===== config.mk =====
export PLATFORM = sky130hd
export DESIGN_NAME = pce_pad_port
export DESIGN_NICKNAME = d
export VERILOG_FILES = /design/src/hdl/pad_pkg.sv /design/src/hdl/mouse_track.sv /design/src/hdl/nibble_result.sv /design/src/hdl/pad_decode.sv /design/src/hdl/pce_pad_port.sv /design/src/hdl/tap_scan.sv
export SDC_FILE = /design/constraint.sdc
export NUM_CORES = 1
export LEC_CHECK = 0
export BUFFER_PORTS_ARGS = -buffer_cell sky130_fd_sc_hd__buf_2
export CORE_ASPECT_RATIO = 2
export CORE_MARGIN = 2
export CORE_UTILIZATION = 46
export DETAILED_ROUTE_END_ITERATION = 7
export HOLD_SLACK_MARGIN = 0.05
export PLACE_DENSITY = 0.72
export SLEW_MARGIN = 30
export SYNTH_ARGS = -nofsm -noshare
export SYNTH_HDL_FRONTEND = slang
export SYNTH_SLANG_ARGS = --single-unit

===== constraint.sdc =====
create_clock -name clk_sys -period 2.7 [get_ports clk_sys]
set_clock_uncertainty 0.05 [all_clocks]
set_input_delay 0.405 -clock clk_sys [delete_from_list [all_inputs] [get_ports clk_sys]]
set_output_delay 0.405 -clock clk_sys [all_outputs]
set_load 0.01 [all_outputs]

===== src/hdl/pad_pkg.sv =====
// PC Engine pad port types, pad field positions and nibble bank codes
package pad_pkg;

	// ==============================
	// Widths and types
	// ==============================

	localparam int NIB_W = 4;

	// Raw controller, active high
	typedef logic [11:0] pad_word_t;

	// Active-low response, four nibbles
	typedef logic [15:0] resp_word_t;

	typedef logic [NIB_W-1:0] nibble_t;

	// {high bank flag, select level}
	typedef logic [1:0] bank_t;

	// ==============================
	// Pad word fields
	// ==============================

	localparam int PAD_UP      = 0;
	localparam int PAD_DOWN    = 1;
	localparam int PAD_LEFT    = 2;
	localparam int PAD_RIGHT   = 3;
	localparam int PAD_I       = 4;
	localparam int PAD_II      = 5;
	localparam int PAD_SELECT  = 6;
	localparam int PAD_RUN     = 7;
	localparam int PAD_EXT_LSB = 8;   // buttons III to VI

	// Nibble position inside a response word
	localparam bank_t BANK_BUTTONS = 2'b00;
	localparam bank_t BANK_DPAD    = 2'b01;
	localparam bank_t BANK_EXTRA   = 2'b10;
	localparam bank_t BANK_BLANK   = 2'b11;

	// Port past the last pad
	localparam resp_word_t RESP_IDLE = 16'h0FFF;

endpackage


===== src/hdl/mouse_track.sv =====
// Mouse movement capture, nibble counter and inactivity timeout
module mouse_track #(
	parameter int TIMEOUT_WIDTH = 15
) (
	input  logic             clk_sys,
	input  logic             reset,
	input  logic             joy_clr,
	input  logic             clr_rise,
	input  logic             mouse_strobe,
	input  logic [7:0]       mouse_dx,
	input  logic [7:0]       mouse_dy,
	output pad_pkg::nibble_t mouse_nib_hi
);

	logic                     strobe_d1;
	logic                     strobe_d2;
	logic [7:0]               dx_d1;
	logic [7:0]               dy_d1;
	logic [7:0]               pend_x;
	logic [7:0]               pend_y;
	logic [7:0]               rep_x;
	logic [7:0]               rep_y;
	logic [1:0]               count;
	logic [TIMEOUT_WIDTH-1:0] timeout;

	// ==============================
	// Input stage
	// ==============================

	always_ff @(posedge clk_sys) begin
		dx_d1 <= mouse_dx;
		dy_d1 <= mouse_dy;
	end

	always_ff @(posedge clk_sys) begin
		if (reset) begin
			strobe_d1 <= 1'b0;
			strobe_d2 <= 1'b0;
		end else begin
			strobe_d1 <= mouse_strobe;
			strobe_d2 <= strobe_d1;
		end
	end

	// ==============================
	// Movement and scan count
	// ==============================

	always_ff @(posedge clk_sys) begin
		if (reset) begin
			pend_x  <= '0;
			pend_y  <= '0;
			rep_x   <= '0;
			rep_y   <= '0;
			count   <= '0;
			timeout <= '0;
		end else begin
			if (joy_clr) begin
				timeout <= '0;
			end else if (~&timeout) begin
				timeout <= timeout + 1'b1;
			end

			// Idle console, next clear starts a fresh report
			if (&timeout) begin
				count <= 2'd3;
			end

			if (clr_rise) begin
				count <= count + 2'd1;
				if (count == 2'd3) begin
					rep_x  <= pend_x;
					rep_y  <= pend_y;
					pend_x <= '0;
					pend_y <= '0;
				end
			end

			// X axis runs the other way on the console
			if (strobe_d1 ^ strobe_d2) begin
				pend_x <= 8'd0 - dx_d1;
				pend_y <= dy_d1;
			end
		end
	end

	always_comb begin
		case (count)
			2'd0: mouse_nib_hi = rep_x[7:4];
			2'd1: mouse_nib_hi = rep_x[3:0];
			2'd2: mouse_nib_hi = rep_y[7:4];
			default: mouse_nib_hi = rep_y[3:0];
		endcase
	end

endmodule


===== src/hdl/nibble_result.sv =====
// Result stage latching one nibble of the response word for the console
module nibble_result (
	input  logic                clk_sys,
	input  logic                reset,
	input  logic                joy_clr,
	input  logic                joy_sel,
	input  logic                high_bank,
	input  pad_pkg::resp_word_t resp,
	output pad_pkg::nibble_t    pad_nibble
);
	import pad_pkg::*;

	bank_t   bank;
	nibble_t nib_sel;

	// High bank picks nibbles 2 and 3, select picks odd
	assign bank    = {high_bank, joy_sel};
	assign nib_sel = resp[bank*NIB_W +: NIB_W];

	// ==============================
	// Output latch
	// ==============================

	always_ff @(posedge clk_sys) begin
		if (reset) begin
			pad_nibble <= '0;
		end else if (joy_clr) begin
			// Console reads all lines low during clear
			pad_nibble <= '0;
		end else begin
			pad_nibble <= nib_sel;
		end
	end

endmodule


===== src/hdl/pad_decode.sv =====
// Pad decode stage building the active-low response word of the selected port
module pad_decode #(
	parameter int NUM_PORTS = 5,
	localparam int PORT_W = $clog2(NUM_PORTS + 1)
) (
	input  pad_pkg::pad_word_t [NUM_PORTS-1:0] pads,
	input  logic [PORT_W-1:0]                 port,
	input  logic                              cfg_mouse,
	input  logic [1:0]                        mouse_btn,
	input  pad_pkg::nibble_t                  mouse_nib_hi,
	output pad_pkg::resp_word_t               resp
);
	import pad_pkg::*;

	pad_word_t  sel_pad;
	resp_word_t pad_resp;
	logic [7:0] mouse_byte;

	// ==============================
	// Port select
	// ==============================

	// Compare instead of index so ports past the end never address the array
	always_comb begin
		sel_pad = pads[0];
		for (int i = 0; i < NUM_PORTS; i++) begin
			if (port == i) begin
				sel_pad = pads[i];
			end
		end
	end

	// ==============================
	// Pad reorder
	// ==============================

	always_comb begin
		// Run, Select, II, I
		pad_resp[BANK_BUTTONS*NIB_W +: NIB_W] = ~{sel_pad[PAD_RUN], sel_pad[PAD_SELECT],
			sel_pad[PAD_II], sel_pad[PAD_I]};

		// Right, down, up, left
		pad_resp[BANK_DPAD*NIB_W +: NIB_W] = ~{sel_pad[PAD_RIGHT], sel_pad[PAD_DOWN],
			sel_pad[PAD_UP], sel_pad[PAD_LEFT]};

		// Six-button bank, III to VI
		pad_resp[BANK_EXTRA*NIB_W +: NIB_W] = ~sel_pad[PAD_EXT_LSB +: NIB_W];

		// Fourth nibble reads all pressed, which marks a six-button pad
		pad_resp[BANK_BLANK*NIB_W +: NIB_W] = '0;
	end

	// Mouse byte, buttons low and one movement nibble high
	assign mouse_byte[3:0] = ~{pads[0][PAD_RUN], pads[0][PAD_SELECT], mouse_btn[0],
		mouse_btn[1]};
	assign mouse_byte[7:4] = mouse_nib_hi;

	// ==============================
	// Word select
	// ==============================

	always_comb begin
		if (port == 0 && cfg_mouse) begin
			resp = {mouse_byte, mouse_byte};
		end else if (port < NUM_PORTS) begin
			resp = pad_resp;
		end else begin
			resp = RESP_IDLE;
		end
	end

endmodule


===== src/hdl/pce_pad_port.sv =====
// PC Engine game-pad port with multitap, six-button and mouse support
module pce_pad_port (
	input  logic               clk_sys,
	input  logic               reset,
	input  logic               joy_sel,
	input  logic               joy_clr,
	input  logic               cfg_multitap,
	input  logic               cfg_six_button,
	input  logic               cfg_mouse,
	input  pad_pkg::pad_word_t pad0,
	input  pad_pkg::pad_word_t pad1,
	input  pad_pkg::pad_word_t pad2,
	input  pad_pkg::pad_word_t pad3,
	input  pad_pkg::pad_word_t pad4,
	input  logic               mouse_strobe,
	input  logic [7:0]         mouse_dx,
	input  logic [7:0]         mouse_dy,
	input  logic [1:0]         mouse_btn,
	output pad_pkg::nibble_t   pad_nibble
);
	import pad_pkg::*;

	localparam int NUM_PORTS     = 5;
	localparam int TIMEOUT_WIDTH = 15;
	localparam int PORT_W        = $clog2(NUM_PORTS + 1);

	pad_word_t [NUM_PORTS-1:0] pads;
	logic [PORT_W-1:0]         port;
	logic                      high_bank;
	logic                      clr_rise;
	nibble_t                   mouse_nib_hi;
	resp_word_t                resp;

	assign pads = {pad4, pad3, pad2, pad1, pad0};

	// ==============================
	// Stages
	// ==============================

	tap_scan #(.NUM_PORTS(NUM_PORTS)) u_tap_scan (
		.clk_sys        (clk_sys),
		.reset          (reset),
		.joy_sel        (joy_sel),
		.joy_clr        (joy_clr),
		.cfg_multitap   (cfg_multitap),
		.cfg_six_button (cfg_six_button),
		.port           (port),
		.high_bank      (high_bank),
		.clr_rise       (clr_rise)
	);

	mouse_track #(.TIMEOUT_WIDTH(TIMEOUT_WIDTH)) u_mouse_track (
		.clk_sys      (clk_sys),
		.reset        (reset),
		.joy_clr      (joy_clr),
		.clr_rise     (clr_rise),
		.mouse_strobe (mouse_strobe),
		.mouse_dx     (mouse_dx),
		.mouse_dy     (mouse_dy),
		.mouse_nib_hi (mouse_nib_hi)
	);

	pad_decode #(.NUM_PORTS(NUM_PORTS)) u_pad_decode (
		.pads         (pads),
		.port         (port),
		.cfg_mouse    (cfg_mouse),
		.mouse_btn    (mouse_btn),
		.mouse_nib_hi (mouse_nib_hi),
		.resp         (resp)
	);

	nibble_result u_nibble_result (
		.clk_sys    (clk_sys),
		.reset      (reset),
		.joy_clr    (joy_clr),
		.joy_sel    (joy_sel),
		.high_bank  (high_bank),
		.resp       (resp),
		.pad_nibble (pad_nibble)
	);

endmodule


===== src/hdl/tap_scan.sv =====
// Strobe edge detect, multitap port counter and six-button bank toggle
module tap_scan #(
	parameter int NUM_PORTS = 5,
	localparam int PORT_W = $clog2(NUM_PORTS + 1)
) (
	input  logic              clk_sys,
	input  logic              reset,
	input  logic              joy_sel,
	input  logic              joy_clr,
	input  logic              cfg_multitap,
	input  logic              cfg_six_button,
	output logic [PORT_W-1:0] port,
	output logic              high_bank,
	output logic              clr_rise
);

	logic sel_q;
	logic clr_q;
	logic sel_rise;

	// ==============================
	// Strobe edges
	// ==============================

	always_ff @(posedge clk_sys) begin
		if (reset) begin
			sel_q <= 1'b0;
			clr_q <= 1'b0;
		end else begin
			sel_q <= joy_sel;
			clr_q <= joy_clr;
		end
	end

	assign sel_rise = joy_sel & ~sel_q;
	assign clr_rise = joy_clr & ~clr_q;

	// ==============================
	// Port counter and bank
	// ==============================

	always_ff @(posedge clk_sys) begin
		if (reset) begin
			port      <= '0;
			high_bank <= 1'b0;
		end else if (joy_clr) begin
			// Clear restarts the scan at the first port
			port <= '0;
			if (clr_rise) begin
				high_bank <= ~high_bank & cfg_six_button;
			end
		end else if (sel_rise && cfg_multitap) begin
			// Counter wraps, ports past the end read idle
			port <= port + 1'b1;
		end
	end

endmodule


==> flow_summary.json, run 1 <==
{
  "slew_headroom_pct": 57.1,
  "ctsResizeCount": 0,
  "cts_buffer_depth": 2,
  "cts_made_buffers": 9,
  "hold_end": "u_mouse_track.dx_d1[0]",
  "drive_gt1_share_pct": 23.9,
  "hold_class": "primary input to flop",
  "numPortBuffers": 89,
  "hold_depth": 1,
  "reg2regPathDepth": 6,
  "max_cap_viol_count": 0,
  "yosys.area.top_type": "dfxtp_1",
  "powerDensity_nw_per_um2": 602,
  "start_kind": "flop",
  "min_from": "mouse_dx[0]",
  "nFillCells": 753,
  "route.detailed.drc": 0,
  "ctsHtreeMaxLevel": 3,
  "grt_use_total_pct": 21.4,
  "r2r_end": "u_nibble_result.pad_nibble[0]",
  "ys_warn_count": 0,
  "drtIter0Drc": 312,
  "ys_ff_latch": 77,
  "synth_seq_area_share_pct": 42.3,
  "status": "finished clean",
  "tightest_slew_ns": 0.642,
  "cellLeakagePower_nw": 1.83,
  "grt-ovfl-total": 0,
  "setup_violations": 0,
  "synth.top_cell.area_share_pct": 42.3,
  "cts-root-buf": "clkbuf_16",
  "ys.flop_type": "dfxtp_1",
  "critPathKind": "flop to flop",
  "crit_arrival_ns": 2.38,
  "nets": 611,
  "p_total_mw": 2.68,
  "syn_inst": 431,
  "hold_viol": 0,
  "layout_setup_ws_ns": 0.500,
  "period_minus_slack_ns": 2.20,
  "peakVddDrop_mv": 0.647,
  "initial_core_util_pct": 46.5,
  "core_region_area_um2": 7830,
  "io_pins": 90,
  "dp_slack_ns": 0.556,
  "antenna_found_initial": 0,
  "synth_edf_count": 0,
  "firstDrtPassIters": 4,
  "clkLatencyLatePin_ns": 0.34,
  "cp_max_fo": 9,
  "die_x_um": 66.9,
  "die_h_um": 130,
  "hold_buffers": 0,
  "grt_pass1_wl_mm": 14.2,
  "synth_area_leaders": "dfxtp_1 42%, nand2_1 6.6%, nor2_1 6.5%",
  "grt_max_degree": 42,
  "vias": 3296,
  "slew_violations": 0,
  "post_cts_buffers": 0,
  "syn_avg_cell_area_um2": 8.45,
  "netlist_area_um2": 3640,
  "antenna_left": 0,
  "synth_cell_type_count": 54,
  "synth-async-reset-ratio_pct": 0,
  "gp_congestion": 0.902,
  "insertedDiodeCount": 0,
  "rr_startpoint": "u_tap_scan.port[0]",
  "clock-sinks": 77,
  "cp.required_ns": 2.88,
  "first_global_vias": 3127,
  "end_kind": "flop",
  "timing.hold.ws_ns": 0.116,
  "rsz0062_at_grt": "false",
  "period_share_pct": 81.5,
  "reg2reg_slack_ns": 0.50,
  "rows": 46,
  "wire_per_inst_um": 14.2,
  "drt-total-wl_mm": 8.71,
  "viasPerCell": 5.36,
  "cts_tree": "built",
  "syn_to_final_growth_pct": 22.3,
  "fin_tns_setup_ns": 0,
  "dieArea_um2": 8690,
  "synth_fp_nets": 528,
  "path_clk_slew_ns": 0.06,
  "hpwl_mm": 6.41,
  "clock.fmax_mhz": 455
}
[cell usage after synthesis (all sizes together) (2+ instances only)]
| master | n |
|---|---|
| nand3 | 7 |
| ha | 11 |
| or2 | 2 |
| a221oi | 4 |
| a222oi | 4 |
| and4bb | 2 |
| dfxtp | 77 |
| clkbuf | 14 |
| xnor2 | 11 |
| a21oi | 34 |
| nor2b | 6 |
| nor4 | 7 |
| xor2 | 3 |
| and2 | 2 |
| buf | 8 |
| a211oi | 4 |
| inv | 15 |
| and4 | 2 |
| o21ai | 17 |
| or3 | 2 |
| mux2i | 5 |
| o311ai | 8 |
| nor2 | 64 |
| nor3 | 11 |
| nand4 | 3 |
| a22oi | 14 |
| a221o | 2 |
| nand2 | 64 |
| o221ai | 4 |
| nand2b | 5 |
| nor3b | 4 |
[layout make-up]
class / count / area, um^2 / share of cell area [%]
multi-input cells: 317 / 1940 / 43.7
well taps: 96 / 120 / 2.70
flip-flops and latches: 77 / 1540 / 34.6
repair buffers: 94 / 483 / 10.8
clock buffers: 10 / 239 / 5.37
inverters: 15 / 56.3 / 1.26
clock inverters: 6 / 68.8 / 1.55
[registers in the layout, indices dropped and copies added (netlist names)]
signal,flops
u_mouse_track.rep_y,8
u_tap_scan.sel_q,1
u_mouse_track.pend_x,8
u_mouse_track.strobe_d1,1
u_nibble_result.pad_nibble,4
u_tap_scan.port,3
u_mouse_track.pend_y,8
u_mouse_track.strobe_d2,1
u_mouse_track.count,2
u_mouse_track.rep_x,8
u_mouse_track.timeout,15
u_tap_scan.clr_q,1
u_mouse_track.dy_d1,8
u_mouse_track.dx_d1,8
u_tap_scan.high_bank,1
[cell usage in the layout (no fill, tap or decap), types with 3 or more instances in the layout]
cell type,netlist,final
buf_2,5,89
a222oi_1,4,4
o221ai_1,4,4
xnor2_1,11,11
o311ai_1,8,8
a211oi_1,3,3
inv_1,13,13
mux2i_1,5,5
nand2_1,64,64
nand3_1,7,7
o21ai_0,17,17
nor4_1,3,3
nand2b_1,5,5
nor3_1,11,11
ha_1,11,11
nor2_1,63,63
buf_4,3,5
a221oi_1,4,4
a21oi_1,34,34
clkbuf_16,0,9
a22oi_1,14,14
nor3b_1,4,4
dfxtp_1,77,77
nor2b_1,6,6
xor2_1,3,3
[per-layer routing]
metal,vias up,track usage [%],wire (um)
met5,-,0,0
met4,0,9.72,150
met3,9,3.71,462
met2,91,36.5,4460
met1,1510,25.6,3640
li1,1686,-,-
[power by group]
group	leakage, nW	switching, mW	total (mW)	internal [mW]
combinational	1.05	0.129	0.244	0.115
sequential	0.631	0.0261	1.20	1.18
clock	0.149	0.486	1.23	0.747
[worst max path at each step]
stage	from	end	slack, ns	depth (start not counted)
after floorplan	u_tap_scan.port[0]	u_nibble_result.pad_nibble[0]	0.78	7
after global placement	u_tap_scan.port[0]	u_nibble_result.pad_nibble[2]	0.65	6
after detailed placement	u_tap_scan.port[0]	u_nibble_result.pad_nibble[0]	0.56	6
after CTS	u_tap_scan.port[0]	u_nibble_result.pad_nibble[0]	0.54	6
after global routing	u_tap_scan.port[0]	u_nibble_result.pad_nibble[2]	0.40	6
final	u_tap_scan.port[0]	u_nibble_result.pad_nibble[0]	0.50	6
[logic make-up (layout without fill, tap and decap cells)]
logic type	after synthesis	after routing	share of synthesized area, %
buffers and inverters	37	125	4.29
adder cells (fa/ha/maj)	11	11	3.78
AO/OA/AOI/OAI	100	100	19.1
XOR/XNOR	14	14	3.37
AND/OR/NAND/NOR	187	187	25.7
flip-flops	77	77	42.3
multiplexers	5	5	1.37
[worst max-delay path: stages (launching register included)]
cell       delay [ns]
dfxtp_1          0.44
inv_1            0.10
ha_1             0.32
and3b_1          0.28
a2111oi_4        0.45
o221ai_1         0.22
and4bb_1         0.23
[through the flow]
step                      cells  area (um^2)  utilization, %
final                       615         4450            56.9
after global routing        615         4450            56.9
after CTS                   615         4450            56.9
after detailed placement    599         4150            53.0
after global placement      599         4150            53.0
after floorplan             431         3640               -
Note: power is estimated with default switching activity, not from simulation.
==> run 2, diff against run 1 <==
Settings changed: PLACE_DENSITY 0.72 to 0.75.
Clock period 2.7 ns to 1.9 ns, I/O delays scaled along.
==> flow_summary.json, run 2 (synthesized netlist as in run 1, its figures left out) <==
{
  "status": "finished clean",
  "p_total_mw": 3.80,
  "layout_commonest_cell": "buf_2",
  "grt_pass1_wl_mm": 14.5,
  "hold_depth": 2,
  "nFillCells": 693,
  "cts_made_buffers": 9,
  "first_global_vias": 3264,
  "rsz0062_at_grt": "true",
  "die_x_um": 66.9,
  "setup_violations": 0,
  "viasPerCell": 5.34,
  "drt-total-wl_mm": 9.11,
  "clkLatencyLatePin_ns": 0.34,
  "hold_viol": 0,
  "crit_arrival_ns": 2.08,
  "reg2regPathDepth": 7,
  "slew_headroom_pct": 65.4,
  "core_region_area_um2": 7830,
  "min_from": "mouse_strobe",
  "ctsHtreeMaxLevel": 3,
  "grt_max_degree": 42,
  "rows": 46,
  "powerDensity_nw_per_um2": 796,
  "cp_max_fo": 6,
  "grt_use_total_pct": 21.6,
  "antenna_left": 0,
  "dpl_cell_area_um2": 4260,
  "seqCellArea_um2": 1540,
  "peakVddDrop_mv": 0.715,
  "r2r_end": "u_nibble_result.pad_nibble[0]",
  "period_share_pct": 97.8,
  "period_minus_slack_ns": 1.86,
  "post_cts_buffers": 0,
  "dieArea_um2": 8690,
  "syn_to_final_growth_pct": 31.0,
  "final_cell_area_um2": 4770,
  "clock-sinks": 77,
  "route.detailed.drc": 0,
  "antenna_found_initial": 0,
  "mostFrequentLayoutCells": "89 x buf_2, 75 x dfxtp_1, 64 x nand2_1",
  "max_cap_viol_count": 0,
  "cts_tree": "built",
  "reg2reg_slack_ns": 0.04,
  "fin_util_pct": 60.9,
  "gp_congestion": 0.856,
  "path_clk_slew_ns": 0.06,
  "cts-root-buf": "clkbuf_16",
  "clock.fmax_mhz": 538,
  "wire_per_inst_um": 14.1,
  "hold_class": "primary input to flop",
  "io_pins": 90,
  "grt-ovfl-total": 0,
  "critPathKind": "flop to flop",
  "numPortBuffers": 89,
  "cellLeakagePower_nw": 1.99,
  "cts_buffer_depth": 2,
  "largest_register_ffs": 15,
  "hpwl_mm": 6.51,
  "start_kind": "flop",
  "tightest_slew_ns": 0.517,
  "drtIter0Drc": 280,
  "cp.required_ns": 2.13,
  "die_h_um": 130,
  "vias": 3449,
  "firstDrtPassIters": 5,
  "initial_core_util_pct": 46.5,
  "drive_gt1_share_pct": 27.5,
  "multiInputGateArea_um2": 2000,
  "nets": 642,
  "largest-register": "u_mouse_track.timeout",
  "rr_startpoint": "u_tap_scan.port[0]",
  "insertedDiodeCount": 0,
  "slew_violations": 0,
  "end_kind": "flop",
  "hold_end": "u_mouse_track.strobe_d1"
}
[run 2: repair_timing]
item,CTS,global route
hold endpoints to repair,16,0
gates cloned,0,0
endpoints found under the setup margin,2,17
resized for setup,6,9
hold buffers,16,0
pin swaps,1,2
[run 2: cell type report]
cell class	count	share of cell area (%)
clock inverter	5	1.26
multi-input combinational	317	42.0
timing repair buffer	125	15.8
sequential	77	32.4
tap	96	2.52
inverter	15	1.18
clock buffer	11	4.88
[run 2: worst max path at each step]
stage | start | to | slack [ns]
after global routing | u_tap_scan.port[0] | u_nibble_result.pad_nibble[0] | -0.07
after CTS | u_tap_scan.port[0] | u_nibble_result.pad_nibble[0] | 0.008
after detailed placement | u_tap_scan.port[0] | u_nibble_result.pad_nibble[0] | -0.03
final | u_tap_scan.port[0] | u_nibble_result.pad_nibble[0] | 0.04
after global placement | u_tap_scan.port[1] | u_nibble_result.pad_nibble[1] | 0.007
after floorplan | u_tap_scan.port[1] | u_nibble_result.pad_nibble[0] | 0.02
[run 2: worst max-delay path, stage by stage (launching register included)]
cell and delay [ns]:
dfxtp_2 0.35, inv_1 0.09, ha_2 0.22, buf_4 0.16, mux2i_2 0.23, a221oi_2 0.09
a221o_1 0.33, and4bb_1 0.27
[run 2: metal layers]
layer,track usage (%),up-vias,wire length (um)
met5,0,-,0
met4,11.0,0,321
met3,4.66,25,494
met2,35.9,96,4480
met1,25.7,1577,3820
li1,-,1751,-
[run 2: per-stage QoR]
| step | setup WS [ns] | setup TNS [ns] | hold WS [ns] | instances |
|---|---|---|---|---|
| final | 0.0414 | 0 | 0.115 | 646 |
| after global routing | -0.0741 | -0.0905 | 0.124 | 646 |
| after CTS | 0.00841 | 0 | 0.0995 | 646 |
| after detailed placement | -0.0253 | -0.0481 | 0.339 | 614 |
| after global placement | 0.00743 | 0 | 0.337 | 614 |
| after floorplan | 0.0207 | 0 | 0.263 | 431 |
[run 2: power breakdown]
| part | leakage [nW] | switching (mW) | internal (mW) |
|---|---|---|---|
| Combinational | 1.22 | 0.197 | 0.198 |
| Clock | 0.140 | 0.666 | 1.02 |
| Sequential | 0.632 | 0.0372 | 1.68 |
==> run 3, diff against run 2 <==
Settings changed: CORE_MARGIN 2 to 4.
==> flow_summary.json, run 3 (synthesized netlist as in run 1, its figures left out) <==
{
  "status": "finished with violations",
  "violations": "setup timing",
  "clock.fmax_mhz": 512,
  "antenna_left": 0,
  "p_seq_share_pct": 44.2,
  "pwr-share-clk_pct": 45.2,
  "slew_headroom_pct": 67.8,
  "drtIter0Drc": 230,
  "ctsHtreeMaxLevel": 3,
  "gp_congestion": 0.891,
  "grt_use_total_pct": 21.4,
  "cts-root-buf": "clkbuf_16",
  "layout_commonest_cell": "buf_2",
  "clock-sinks": 77,
  "p_sw_uw": 956,
  "initial_core_util_pct": 47.6,
  "die_x_um": 70.9,
  "cts_tree": "built",
  "wire_per_inst_um": 15.8,
  "path_common_cell": "buf_4",
  "layout_setup_ws_ns": -0.0534,
  "worstPathCellList": "buf_4 > ha_4 > buf_4 > nand2b_1 > mux2i_1 > a221oi_1 > a221o_1 > and4bb_1",
  "antenna_found_initial": 0,
  "hold_viol": 0,
  "path_clk_slew_ns": 0.06,
  "powerDensity_nw_per_um2": 799,
  "mostFrequentLayoutCells": "89 x buf_2, 73 x dfxtp_1, 64 x nand2_1",
  "grt_max_degree": 42,
  "setup_violations": 1,
  "max_cap_viol_count": 0,
  "hpwl_mm": 7.61,
  "clkLatencyLatePin_ns": 0.34,
  "comb_power_share_pct": 10.5,
  "peakVddDrop_mv": 0.807,
  "dieArea_um2": 9490,
  "route.detailed.drc": 0,
  "largest_register_ffs": 15,
  "cts_buffer_depth": 2,
  "numPortBuffers": 89,
  "p_int_mw": 2.91,
  "syn_to_final_growth_pct": 32.9,
  "vias": 3569,
  "drt-total-wl_mm": 10.2,
  "insertedDiodeCount": 0,
  "critPathKind": "flop to flop",
  "cp.required_ns": 2.09,
  "firstDrtPassIters": 4,
  "drive_gt1_share_pct": 29.2,
  "timing.hold.ws_ns": 0.131,
  "dp_slack_ns": -0.0600,
  "start_kind": "flop",
  "p_sw_share_pct": 24.7,
  "end_kind": "flop",
  "tightest_slew_ns": 0.482,
  "first_global_vias": 3540,
  "cpPeakStageDelay_ns": 0.37,
  "core_region_area_um2": 7660,
  "crit_arrival_ns": 2.14,
  "die_h_um": 134,
  "grt_pass1_wl_mm": 16.2,
  "largest-register": "u_mouse_track.timeout",
  "nets": 644,
  "period_share_pct": 103,
  "cts_made_buffers": 9,
  "p_total_mw": 3.87,
  "viasPerCell": 5.52,
  "io_pins": 90,
  "grt-ovfl-total": 0,
  "slew_violations": 0,
  "cp_slowest_cell": "dfxtp_4",
  "rows": 45,
  "period_minus_slack_ns": 1.95,
  "cp_max_fo": 6,
  "hold_class": "primary input to flop",
  "cellLeakagePower_nw": 2.01
}
run 3: final timing paths:
path	startpoint	end	slack (ns)	depth (start not counted)
max	u_tap_scan.port[0]	u_nibble_result.pad_nibble[0]	-0.05	8
min	mouse_strobe	u_mouse_track.strobe_d1	0.13	2
max reg2reg	u_tap_scan.port[0]	u_nibble_result.pad_nibble[0]	-0.05	8
min reg2reg	u_mouse_track.pend_x[7]	u_mouse_track.rep_x[7]	0.40	2
run 3: power groups by stage:
stage / Clock, mW / Sequential [mW] / Combinational (mW)
floorplan: 0 / 1.74 / 0.201
global placement: 0 / 1.74 / 0.358
detailed placement: 0 / 1.75 / 0.365
CTS: 1.78 / 1.71 / 0.393
global route: 1.86 / 1.72 / 0.452
finish: 1.75 / 1.71 / 0.408
run 3: final cells by class:
class / count / area (um^2)
fill: 691 / 2820
multi-input combinational: 317 / 2040
sequential: 77 / 1550
timing repair buffer: 127 / 774
clock buffer: 9 / 225
tap: 94 / 118
clock inverter: 7 / 80.1
inverter: 15 / 56.3
run 3: per-stage QoR:
stage                     setup TNS, ns  cells  util [%]  instance area [um^2]
after floorplan                       0    431         -                  3640
after global placement                0    612      55.6                  4260
after detailed placement         -0.155    612      55.6                  4260
after CTS                             0    644      61.7                  4730
after global routing            -0.0896    646      63.2                  4840
final                           -0.0534    646      63.2                  4840
run 3: critical path, delay by kind of cell (launching register included):
family / cells / cell delay (ns)
DFF: 1 / 0.37
muxes: 1 / 0.10
adders and majority gates: 1 / 0.16
and+or+nand+nor: 2 / 0.31
buffers and inverters: 2 / 0.28
AOI/OAI and AO/OA: 2 / 0.58
run 3: metal layers:
metal  global-route usage, %  wire length [um]  vias to the layer above
met1                    20.6              3590                     1672
met2                    42.0              5860                      119
met3                    4.58               491                       20
met4                    8.79               284                        0
li1                        -                 -                     1758
met5                       0                 0                        -
run 3: what timing repair did:
item                                   CTS  global route
gates resized for setup                  2            25
setup endpoints to repair                3             9
hold buffers                            16             0
buffers inserted                         0             2
endpoints found under the hold margin   16             0
pin swaps                                3             4
